===== config.mk =====
export PLATFORM = sky130hd
export DESIGN_NAME = mtx_top
export DESIGN_NICKNAME = d
export VERILOG_FILES = /design/src/common/mtx_pkg.sv /design/src/matrix/mtx_addr_decode.sv /design/src/matrix/mtx_arbiter.sv /design/src/matrix/mtx_dphase.sv /design/src/matrix/mtx_top.sv
export SDC_FILE = /design/constraint.sdc
export NUM_CORES = 1
export LEC_CHECK = 0
export BUFFER_PORTS_ARGS = -buffer_cell sky130_fd_sc_hd__buf_2
export CORE_AREA = 3 3 143 145
export DETAILED_ROUTE_END_ITERATION = 16
export DIE_AREA = 0 0 146 148
export GPL_TIMING_DRIVEN = 0
export PLACE_DENSITY = 0.39
export SYNTH_ARGS = -nofsm -noshare
export SYNTH_HDL_FRONTEND = slang
export SYNTH_SLANG_ARGS = --single-unit

===== constraint.sdc =====
create_clock -name hclk -period 4.2 [get_ports hclk]
set_clock_uncertainty 0.2 [all_clocks]
set_input_delay 0.84 -clock hclk [delete_from_list [all_inputs] [get_ports hclk]]
set_output_delay 0.84 -clock hclk [all_outputs]
set_load 0.02 [all_outputs]

===== src/common/mtx_pkg.sv =====
// bus matrix shared definitions
// bus widths, AHB encodings, request and data-phase records

`default_nettype none

package mtx_pkg;

   // ----------------------------------------------------------------------
   // bus constants
   // ----------------------------------------------------------------------

   localparam int ADDR_W = 32;
   localparam int DATA_W = 32;

   // top nibble of the private peripheral bus region
   localparam logic [3:0] PPB_NIBBLE = 4'hE;

   // stored select index width, holds up to 63 selects plus "none"
   localparam int PPB_IDX_W = 6;

   // AHB encodings driven by the matrix
   localparam logic [1:0] HTRANS_IDLE   = 2'b00;
   localparam logic [1:0] HTRANS_NONSEQ = 2'b10;
   localparam logic [2:0] HBURST_SINGLE = 3'b000;

   // ----------------------------------------------------------------------
   // types
   // ----------------------------------------------------------------------

   typedef enum logic [1:0] {
      SIZE_BYTE = 2'b00,
      SIZE_HALF = 2'b01,
      SIZE_WORD = 2'b10
   } size_t;

   // hmaster encoding, core is 0 and debug is 1
   typedef enum logic {
      MASTER_CORE  = 1'b0,
      MASTER_DEBUG = 1'b1
   } master_e;

   // core load/store/fetch port, address phase
   typedef struct packed {
      logic [ADDR_W-1:0] addr;
      size_t             size;
      logic              write;
      logic              data_not_fetch;
      logic              spec_trans;   // core may be starting a transfer
      logic              ext_trans;    // transfer to external AHB
      logic              ppb_trans;    // transfer to PPB
   } core_req_t;

   // debug slave port, address phase
   typedef struct packed {
      logic [ADDR_W-1:0] addr;
      size_t             size;
      logic              write;
      logic              trans;
   } dbg_req_t;

   // arbitrated address phase
   typedef struct packed {
      logic [ADDR_W-1:0] addr;
      size_t             size;
      logic              write;
      logic              data_not_fetch;
      master_e           master;
      logic              ext_trans;
      logic              ppb_trans;
   } bus_req_t;

   // hprot[3:2] attributes from the memory map
   typedef struct packed {
      logic cacheable;
      logic bufferable;
   } mem_attr_t;

   // registered data-phase state
   typedef struct packed {
      logic                 valid;
      master_e              master;
      logic                 ppb;
      logic                 write;
      logic [PPB_IDX_W-1:0] sel_idx;
   } dphase_t;

endpackage

`default_nettype wire


===== src/matrix/mtx_addr_decode.sv =====
// address decode for the bus matrix
// flags PPB space, derives cacheable/bufferable from the memory map
// and extracts the PPB word register index

`timescale 1ns/100ps
`default_nettype none

module mtx_addr_decode
   import mtx_pkg::*;
   #(parameter int NUM_PPB_SEL = 16,
     localparam int IDX_W      = $clog2(NUM_PPB_SEL) + 1)
   (input  wire logic [ADDR_W-1:0] addr_i,      // candidate address
    output mem_attr_t              attr_o,      // cacheable / bufferable
    output logic                   is_ppb_o,    // address in PPB space
    output logic [IDX_W-1:0]       sel_idx_o);  // PPB word index

   // index value that matches no select
   localparam logic [IDX_W-1:0] SEL_NONE = IDX_W'(NUM_PPB_SEL);

   logic in_range;

   // ----------------------------------------------------------------------
   // region decode
   // ----------------------------------------------------------------------

   // PPB covers the whole 0xE region
   assign is_ppb_o = (addr_i[ADDR_W-1 -: 4] == PPB_NIBBLE);

   //  prefix  region       C  B
   //  000x    normal-wt    1  0
   //  001x    normal-wbwa  1  1
   //  010x    device       0  1
   //  011x    normal-wbwa  1  1
   //  100x    normal-wt    1  0
   //  101x    device       0  1
   //  110x    device       0  1
   //  1111    device       0  1
   assign attr_o.cacheable  = (~addr_i[31] &  addr_i[29]) |
                              (~addr_i[30] & ~addr_i[29]);
   assign attr_o.bufferable = addr_i[30] | addr_i[29];

   // ----------------------------------------------------------------------
   // PPB word select index
   // ----------------------------------------------------------------------

   // word registers start at bit 2, anything past the last one
   // gets the out of range index
   assign in_range  = (addr_i[27:2] < NUM_PPB_SEL);
   assign sel_idx_o = in_range ? addr_i[2 +: IDX_W] : SEL_NONE;

endmodule

`default_nettype wire


===== src/matrix/mtx_arbiter.sv =====
// address-phase arbiter for the bus matrix
// grants the bus to the debug port in non-speculative core cycles,
// otherwise to the core, and builds the arbitrated request

`timescale 1ns/100ps
`default_nettype none

module mtx_arbiter
   import mtx_pkg::*;
   #(parameter int NUM_PPB_SEL = 16,
     localparam int IDX_W      = $clog2(NUM_PPB_SEL) + 1)
   (input  core_req_t        core_req_i,   // core address phase
    input  dbg_req_t         dbg_req_i,    // debug address phase
    output bus_req_t         bus_req_o,    // winning address phase
    output mem_attr_t        attr_o,       // attributes of winning address
    output logic [IDX_W-1:0] sel_idx_o,    // PPB word index
    output logic             dif_slot_o);  // slot free for debug

   logic              dif_slot;
   logic              dif_aphase;
   logic [ADDR_W-1:0] bus_addr;
   logic              is_ppb;

   // ----------------------------------------------------------------------
   // slot and grant
   // ----------------------------------------------------------------------

   // debug only gets cycles where the core cannot be transferring,
   // spec_trans is early so it is used as-is for timing
   assign dif_slot   = ~core_req_i.spec_trans;
   assign dif_aphase = dif_slot & dbg_req_i.trans;

   assign bus_addr = dif_aphase ? dbg_req_i.addr : core_req_i.addr;

   // ----------------------------------------------------------------------
   // decode of the granted address
   // ----------------------------------------------------------------------

   mtx_addr_decode #(
      .NUM_PPB_SEL (NUM_PPB_SEL)
   ) u_decode (
      .addr_i    (bus_addr),
      .attr_o    (attr_o),
      .is_ppb_o  (is_ppb),
      .sel_idx_o (sel_idx_o)
   );

   // ----------------------------------------------------------------------
   // arbitrated request
   // ----------------------------------------------------------------------

   always_comb begin
      bus_req_o.addr  = bus_addr;
      bus_req_o.size  = dif_aphase ? dbg_req_i.size  : core_req_i.size;
      bus_req_o.write = dif_aphase ? dbg_req_i.write : core_req_i.write;
      // debug accesses are always data
      bus_req_o.data_not_fetch = core_req_i.data_not_fetch | dif_aphase;
      bus_req_o.master = dif_aphase ? MASTER_DEBUG : MASTER_CORE;
      if (dif_aphase) begin
         // debug routing comes from the local decode
         bus_req_o.ext_trans = ~is_ppb;
         bus_req_o.ppb_trans =  is_ppb;
      end else begin
         bus_req_o.ext_trans = core_req_i.ext_trans;
         // core fetches from PPB are thrown away
         bus_req_o.ppb_trans = core_req_i.ppb_trans & core_req_i.data_not_fetch;
      end
   end

   assign dif_slot_o = dif_slot;

endmodule

`default_nettype wire


===== src/matrix/mtx_dphase.sv =====
// data-phase stage of the bus matrix
// tracks the accepted transfer across hready and steers write-data,
// read-data, error responses and the one-hot PPB selects

`timescale 1ns/100ps
`default_nettype none

module mtx_dphase
   import mtx_pkg::*;
   #(parameter int NUM_PPB_SEL = 16,
     localparam int IDX_W      = $clog2(NUM_PPB_SEL) + 1)
   (input  wire logic                   hclk,
    input  wire logic                   arst_n_i,
    input  wire logic                   hready_i,      // AHB ready
    input  bus_req_t                    bus_req_i,     // address phase
    input  wire logic [IDX_W-1:0]       sel_idx_i,     // PPB word index
    input  wire logic [DATA_W-1:0]      core_wdata_i,  // core write-data
    input  wire logic [DATA_W-1:0]      dbg_wdata_i,   // debug write-data
    input  wire logic [DATA_W-1:0]      hrdata_i,      // AHB read-data
    input  wire logic [DATA_W-1:0]      ppb_rdata_i,   // PPB read-data
    input  wire logic                   hresp_i,       // AHB error
    output logic      [DATA_W-1:0]      hwdata_o,      // AHB write-data
    output logic      [DATA_W-1:0]      ppb_wdata_o,   // masked PPB write-data
    output logic      [NUM_PPB_SEL-1:0] ppb_sels_o,    // PPB register selects
    output logic                        ppb_active_o,  // PPB data phase
    output logic                        ppb_write_o,   // PPB data phase write
    output logic      [DATA_W-1:0]      dif_rdata_o,   // read-data to debug
    output logic                        dif_resp_o,    // error to debug
    output logic                        cpu_resp_o);   // error to core

   dphase_t dphase_q;
   logic    dbg_dphase;
   logic    core_dphase;

   // ----------------------------------------------------------------------
   // data-phase register
   // ----------------------------------------------------------------------

   // loads on every ready edge, holds while the slave stalls
   always_ff @(posedge hclk or negedge arst_n_i) begin
      if (!arst_n_i) begin
         dphase_q <= '0;
      end else if (hready_i) begin
         dphase_q.valid   <= bus_req_i.ext_trans | bus_req_i.ppb_trans;
         dphase_q.master  <= bus_req_i.master;
         dphase_q.ppb     <= bus_req_i.ppb_trans;
         dphase_q.write   <= bus_req_i.write;
         dphase_q.sel_idx <= PPB_IDX_W'(sel_idx_i);
      end
   end

   assign dbg_dphase  = dphase_q.valid & (dphase_q.master == MASTER_DEBUG);
   assign core_dphase = dphase_q.valid & (dphase_q.master == MASTER_CORE);

   assign ppb_active_o = dphase_q.valid & dphase_q.ppb;
   assign ppb_write_o  = ppb_active_o & dphase_q.write;

   // ----------------------------------------------------------------------
   // write-data
   // ----------------------------------------------------------------------

   assign hwdata_o = dbg_dphase ? dbg_wdata_i : core_wdata_i;

   // PPB writes are rare, keep its write bus quiet otherwise
   assign ppb_wdata_o = {DATA_W{ppb_write_o}} & hwdata_o;

   // ----------------------------------------------------------------------
   // PPB register selects
   // ----------------------------------------------------------------------

   // out of range index matches no bit
   always_comb begin
      for (int i = 0; i < NUM_PPB_SEL; i++) begin
         ppb_sels_o[i] = ppb_active_o & (dphase_q.sel_idx == PPB_IDX_W'(i));
      end
   end

   // ----------------------------------------------------------------------
   // read-data and responses
   // ----------------------------------------------------------------------

   // debugger sees PPB data in a PPB data phase, AHB data otherwise
   assign dif_rdata_o = ppb_active_o ? ppb_rdata_i : hrdata_i;

   // keep debug errors away from the core
   assign dif_resp_o = hresp_i & dbg_dphase;
   assign cpu_resp_o = hresp_i & core_dphase;

endmodule

`default_nettype wire


===== src/matrix/mtx_top.sv =====
// AHB-Lite bus matrix for the core and the debug slave port
// arbitration and decode in the address phase, steering in the
// data phase, drives the AHB master outputs

`timescale 1ns/100ps
`default_nettype none

module mtx_top
   import mtx_pkg::*;
   #(parameter int NUM_PPB_SEL = 16)
   (input  wire logic                   hclk,          // AHB clock
    input  wire logic                   arst_n_i,      // async reset
    input  core_req_t                   core_req_i,    // core address phase
    input  dbg_req_t                    dbg_req_i,     // debug address phase
    input  wire logic [DATA_W-1:0]      core_wdata_i,  // core write-data
    input  wire logic [DATA_W-1:0]      dbg_wdata_i,   // debug write-data
    input  wire logic [DATA_W-1:0]      hrdata_i,      // AHB read-data
    input  wire logic                   hready_i,      // AHB ready
    input  wire logic                   hresp_i,       // AHB error
    input  wire logic [DATA_W-1:0]      ppb_rdata_i,   // PPB read-data
    output logic      [ADDR_W-1:0]      haddr_o,
    output logic      [1:0]             htrans_o,
    output logic      [2:0]             hsize_o,
    output logic      [3:0]             hprot_o,
    output logic                        hwrite_o,
    output logic                        hmaster_o,     // 0 core, 1 debug
    output logic      [2:0]             hburst_o,
    output logic                        hmastlock_o,
    output logic      [DATA_W-1:0]      hwdata_o,
    output logic      [DATA_W-1:0]      ppb_wdata_o,   // PPB write-data
    output logic      [NUM_PPB_SEL-1:0] ppb_sels_o,    // PPB register selects
    output logic                        ppb_active_o,  // PPB data phase
    output logic                        ppb_write_o,   // PPB write data phase
    output logic      [DATA_W-1:0]      dif_rdata_o,   // read-data to debug
    output logic                        dif_resp_o,    // error to debug
    output logic                        cpu_resp_o,    // error to core
    output logic                        dif_slot_o);   // slot free for debug

   localparam int IDX_W = $clog2(NUM_PPB_SEL) + 1;

   bus_req_t         bus_req;
   mem_attr_t        attr;
   logic [IDX_W-1:0] sel_idx;

   // ----------------------------------------------------------------------
   // address phase
   // ----------------------------------------------------------------------

   mtx_arbiter #(
      .NUM_PPB_SEL (NUM_PPB_SEL)
   ) u_arbiter (
      .core_req_i (core_req_i),
      .dbg_req_i  (dbg_req_i),
      .bus_req_o  (bus_req),
      .attr_o     (attr),
      .sel_idx_o  (sel_idx),
      .dif_slot_o (dif_slot_o)
   );

   // ----------------------------------------------------------------------
   // data phase
   // ----------------------------------------------------------------------

   mtx_dphase #(
      .NUM_PPB_SEL (NUM_PPB_SEL)
   ) u_dphase (
      .hclk         (hclk),
      .arst_n_i     (arst_n_i),
      .hready_i     (hready_i),
      .bus_req_i    (bus_req),
      .sel_idx_i    (sel_idx),
      .core_wdata_i (core_wdata_i),
      .dbg_wdata_i  (dbg_wdata_i),
      .hrdata_i     (hrdata_i),
      .ppb_rdata_i  (ppb_rdata_i),
      .hresp_i      (hresp_i),
      .hwdata_o     (hwdata_o),
      .ppb_wdata_o  (ppb_wdata_o),
      .ppb_sels_o   (ppb_sels_o),
      .ppb_active_o (ppb_active_o),
      .ppb_write_o  (ppb_write_o),
      .dif_rdata_o  (dif_rdata_o),
      .dif_resp_o   (dif_resp_o),
      .cpu_resp_o   (cpu_resp_o)
   );

   // ----------------------------------------------------------------------
   // AHB master outputs
   // ----------------------------------------------------------------------

   // PPB transfers stay off AHB, only external ones go out as NONSEQ
   assign htrans_o = bus_req.ext_trans ? HTRANS_NONSEQ : HTRANS_IDLE;
   assign haddr_o  = bus_req.addr;
   assign hsize_o  = {1'b0, bus_req.size};
   assign hwrite_o = bus_req.write;
   assign hmaster_o = bus_req.master;

   // C, B, always privileged, data not fetch
   assign hprot_o = {attr.cacheable, attr.bufferable, 1'b1, bus_req.data_not_fetch};

   // single transfers only, never locked
   assign hburst_o    = HBURST_SINGLE;
   assign hmastlock_o = 1'b0;

endmodule

`default_nettype wire


Yosys cells after proc, flatten, opt, wreduce, memory -nomap -nowiden
Cells that the tools add are included.
- register bits after elaboration: 9
- latch bits: 0
- memories: 0
- ROM bits: 0
- output and inout port bits: 164
- memory bits (writable): 0
- input bits: 207
- logic and storage cells: 69
- eq/ne operators: 16
- add/subtract/negate cells: 0
- bitwise logic cells: 37
- reductions and logical operators: 1
- multiply operators: 0
- shift operators: 0
- order comparisons: 1
- divide/modulo/power cells: 0
- multiplexer cells: 9
- operators with widths (cell ; count):
    $mux 32 ; 3
    $eq 5x4->1 const B ; 8
    $and 32x32->32 ; 1
    $and 1x1->1 ; 26
    $lt 26x5->1 const B ; 1
    $eq 5x3->1 const B ; 4
    $eq 5x2->1 const B ; 2
    $logic_not 6->1 ; 1
    $mux 2 ; 3
    $not 1->1 ; 6
    $eq 5x1->1 const B ; 1
    $mux 5 ; 1
    $eq 4x4->1 const B ; 1
    $or 1x1->1 ; 4
    $mux 1 ; 2

Depth between registers and ports, before layout
- depth in word-level cells: 7
- depth in mapped cells: 7

Hierarchy
A second synthesis with hierarchy kept.
- cell total of the unflattened synthesis: 275
- area total of the unflattened synthesis: 2625.0 µm²
- modules (own cells, without submodules) (module ; instances ; area an instance (µm²) ; cells each):
    mtx_dphase ; 1 ; 1910.6 ; 198
    mtx_arbiter ; 1 ; 516.7 ; 48
    mtx_addr_decode ; 1 ; 137.6 ; 20
    mtx_top ; 1 ; 60.1 ; 9

Least setup slack after synthesis
OpenSTA, ideal clock, no wires.
- path type: input port to output port
- from: in core_req_i[2] (netlist name)
- to: out hprot_o[3]
- required time: 3160 ps
- arrival: 1878 ps
- stages on the path: 5
- slack: 1282 ps
- cell sequence: nand2b_4 buf_4 mux2i_1 nand2b_1 o21ai_0
- cells in the longest elaborated chain, start to end: 6
- elaborated cells between the ends (all ways): 9
- RTL lines (what ; RTL line ; source):
    start: declaration ; mtx_top.sv:13 ; input core_req_t core_req_i,
    $not 1->1 (*) ; mtx_arbiter.sv:30 ; assign dif_slot = ~core_req_i.spec_trans;
    $and 1x1->1 (*) ; mtx_arbiter.sv:31 ; assign dif_aphase = dif_slot & dbg_req_i.trans;
    $mux 32 (*) ; mtx_arbiter.sv:33 ; assign bus_addr = dif_aphase ? dbg_req_i.addr : core_req_i.addr;
    $not 1->1, on equally long branches ; mtx_addr_decode.sv:38, mtx_addr_decode.sv:39 ;
    $and 1x1->1, on equally long branches ; mtx_addr_decode.sv:38, mtx_addr_decode.sv:39 ;
    $or 1x1->1 (*) ; mtx_addr_decode.sv:38 ; assign attr_o.cacheable = (~addr_i[31] & addr_i[29]) |
    end: declaration ; mtx_top.sv:24 ; output logic [3:0] hprot_o,
Every way passes the cells marked *; elsewhere a longest branch is shown, timed or not.

==> reports/qor.yml <==
antenna_found_initial: 0
nFillCells: 2217
tns_ns: 0
cts_buffers: 3
ys_seq_elements: 9
die_x_um: 146
avgRoutedWirePerCell_um: 14.8
ys_warn_count: 0
clock.fmax_mhz: 293
stdcell_area_um2: 4690
die_area_um2: 21600
synth_area_leaders: "mux2_2 28%, nand2_1 14%, buf_4 14%"
yosysMostFrequentCell: "nand2_1"
clockBufferDepth: 2
status: "complete, no violations"
slew_violations: 0
clkLatencyLatePin_ns: 0.23
nets: 919
ctsHtreeMaxLevel: 1
syn_inst: 340
ant_nets: 0
worst_ep_arrival_time_ns: 2.37
finalSetupViolCount: 0
dieHeight_um: 148
crit_family: "buffers and inverters"
worstSetupPathType: "input pin to output port"
crit_cells: 9
top_level_ports: 371
drc: 0
clkSlewWorstSetupHoldPaths_ns: 0.04
reg2reg_setup_slack_ns: 3.22
firstDrtPassIters: 4
diodes: 0
worstPathRequired_ns: 3.16
p_leak_uw: 0.00267
cts_tree: "done"
pwr_density_cell_nw_per_um2: 193
synth_ff_type: "dfrtp_1"
final_cells: 976
portBuffers: 362
slew_headroom: 0.667
ir_drop_v: 0.0000778
cap_violations: 0
grt_setup_unrepaired: "no"
synth_area_leader_cell: "mux2_2"
via_per_inst: 3.72
syn-cell-area_um2: 2450
grt_pass1_vias: 3643
hp-class: "input pin to asynchronous set/reset pin"
largest_reg_flops: 9
crit_slowest_cell: "clkbuf_1"
placed_area_um2: 4610
ys_types: 33
ff2ff_path_depth: 1
row_count: 51
r2r-start: "u_dphase.dphase_q[8]"
place_congestion: 0.784
grt_pass1_wl_mm: 20.6
dp_hpwl_mm: 13.0
worstPathMaxFanout: 10
cpPeakStageDelay_ns: 0.41
grt_max_degree: 11
critPathCaptureType: "output port"
ys_seq_area_frac: 0.0919
cts.sinks: 9
tightest_slew_ns: 0.500
start_util: 0.127
ys_top_cells_by_count: "91 x nand2_1, 61 x mux2_2, 45 x buf_4"
place_inst: 972
final_hold_viol_count: 0
syn_to_final_growth_pct: 91.4
track_usage: 0.119
num_vias: 3626
coreArea_um2: 19300
crit_start: "core_req_i[2]"
fin_crit_ns: 3.41
crit_end: "haddr_o[6]"
dpl_worst_slack_ns: 0.738
critPathLaunchType: "input pin"
postCtsSetupRepairBufs: 0
final_util: 0.243
fin_ws_ns: 0.788
reg2reg_to: "u_dphase.dphase_q[8]"
wl_mm: 14.5
cts-root-buf: "clkbuf_16"
synth-async-reset-ratio: 1.00
synth_top_area_share: 0.280
path_buf_inv: 6
synth-edff-count: 0
path_cells: "buf_2 > nand2b_4 > inv_2 > buf_4 > clkbuf_1 > nand2_1 > nand2_1 > buf_4 > buf_2"
period_share: 0.812
post_cts_resized: 0
hold_buffers: 0
drive_gt1_frac: 0.688
grt_overflow_total: 0
drt_iter0_drc: 126
reg.largest.list: "u_dphase.dphase_q (9)"
synth.avg_cell_area_um2: 7.21
regMostFlops: "u_dphase.dphase_q"
through the flow:
step / total power, uW / hold WS [ns]
3_5_place_dp: 744 / 0.294
5_1_grt: 965 / 0.279
6_report: 905 / 0.264
4_1_cts: 918 / 0.276
3_3_place_gp: 748 / 0.296
2_1_floorplan: 480 / 0.275
power by group:
| group | internal (uW) | total, uW | switching [uW] | leakage [uW] |
|---|---|---|---|---|
| Sequential | 91.1 | 93.9 | 2.86 | 0.000112 |
| Combinational | 284 | 645 | 361 | 0.00252 |
| Clock | 127 | 166 | 39.7 | 0.0000382 |
| Total | 501 | 905 | 404 | 0.00267 |
worst min path at each step:
stage                     slack [ns]              endpoint  cells after the start
after floorplan                 0.27  u_dphase.dphase_q[4]                      1
after global placement          0.30  u_dphase.dphase_q[6]                      1
after detailed placement        0.29  u_dphase.dphase_q[4]                      1
after CTS                       0.28  u_dphase.dphase_q[0]                      1
after global routing            0.28  u_dphase.dphase_q[0]                      1
final                           0.26  u_dphase.dphase_q[0]                      1
metal layers:
layer,up-vias,track usage,routed length [um]
li1,1834,-,-
met2,205,0.226,7470
met1,1575,0.134,5530
met5,-,0,0
met3,12,0.0239,1110
met4,0,0.0381,341
cell usage in the layout (no fill, tap or decap), types with 4 or more instances in the layout:
| master | synthesis | routed |
|---|---|---|
| conb_1 | 2 | 7 |
| nor2b_1 | 32 | 32 |
| buf_4 | 45 | 45 |
| inv_1 | 8 | 8 |
| dfrtp_1 | 9 | 9 |
| nor2_1 | 18 | 18 |
| nor3_1 | 4 | 4 |
| o2111ai_1 | 4 | 4 |
| buf_2 | 10 | 372 |
| nand2_1 | 91 | 91 |
| clkbuf_1 | 7 | 8 |
| o22ai_1 | 4 | 4 |
| mux2_1 | 11 | 11 |
| nand3_1 | 4 | 4 |
| nor4_1 | 8 | 8 |
| mux2_2 | 61 | 61 |
cells by family after synthesis:
logic type / synth area share
AND/OR/NAND/NOR: 0.339
flip-flops: 0.0919
multiplexers: 0.340
other: 0.00306
buffers and inverters: 0.183
AO/OA/AOI/OAI: 0.0424
area by class of cell:
class | count | area, um2 | share of cell area
clock buffers | 4 | 78.8 | 0.0168
repair buffers | 362 | 1810 | 0.386
flip-flops and latches | 9 | 225 | 0.0480
multi-input cells | 265 | 1800 | 0.383
inverters | 9 | 33.8 | 0.00720
plain buffers | 62 | 414 | 0.0883
well taps | 265 | 332 | 0.0707
No activity file was read; power rests on OpenSTA's default activity.
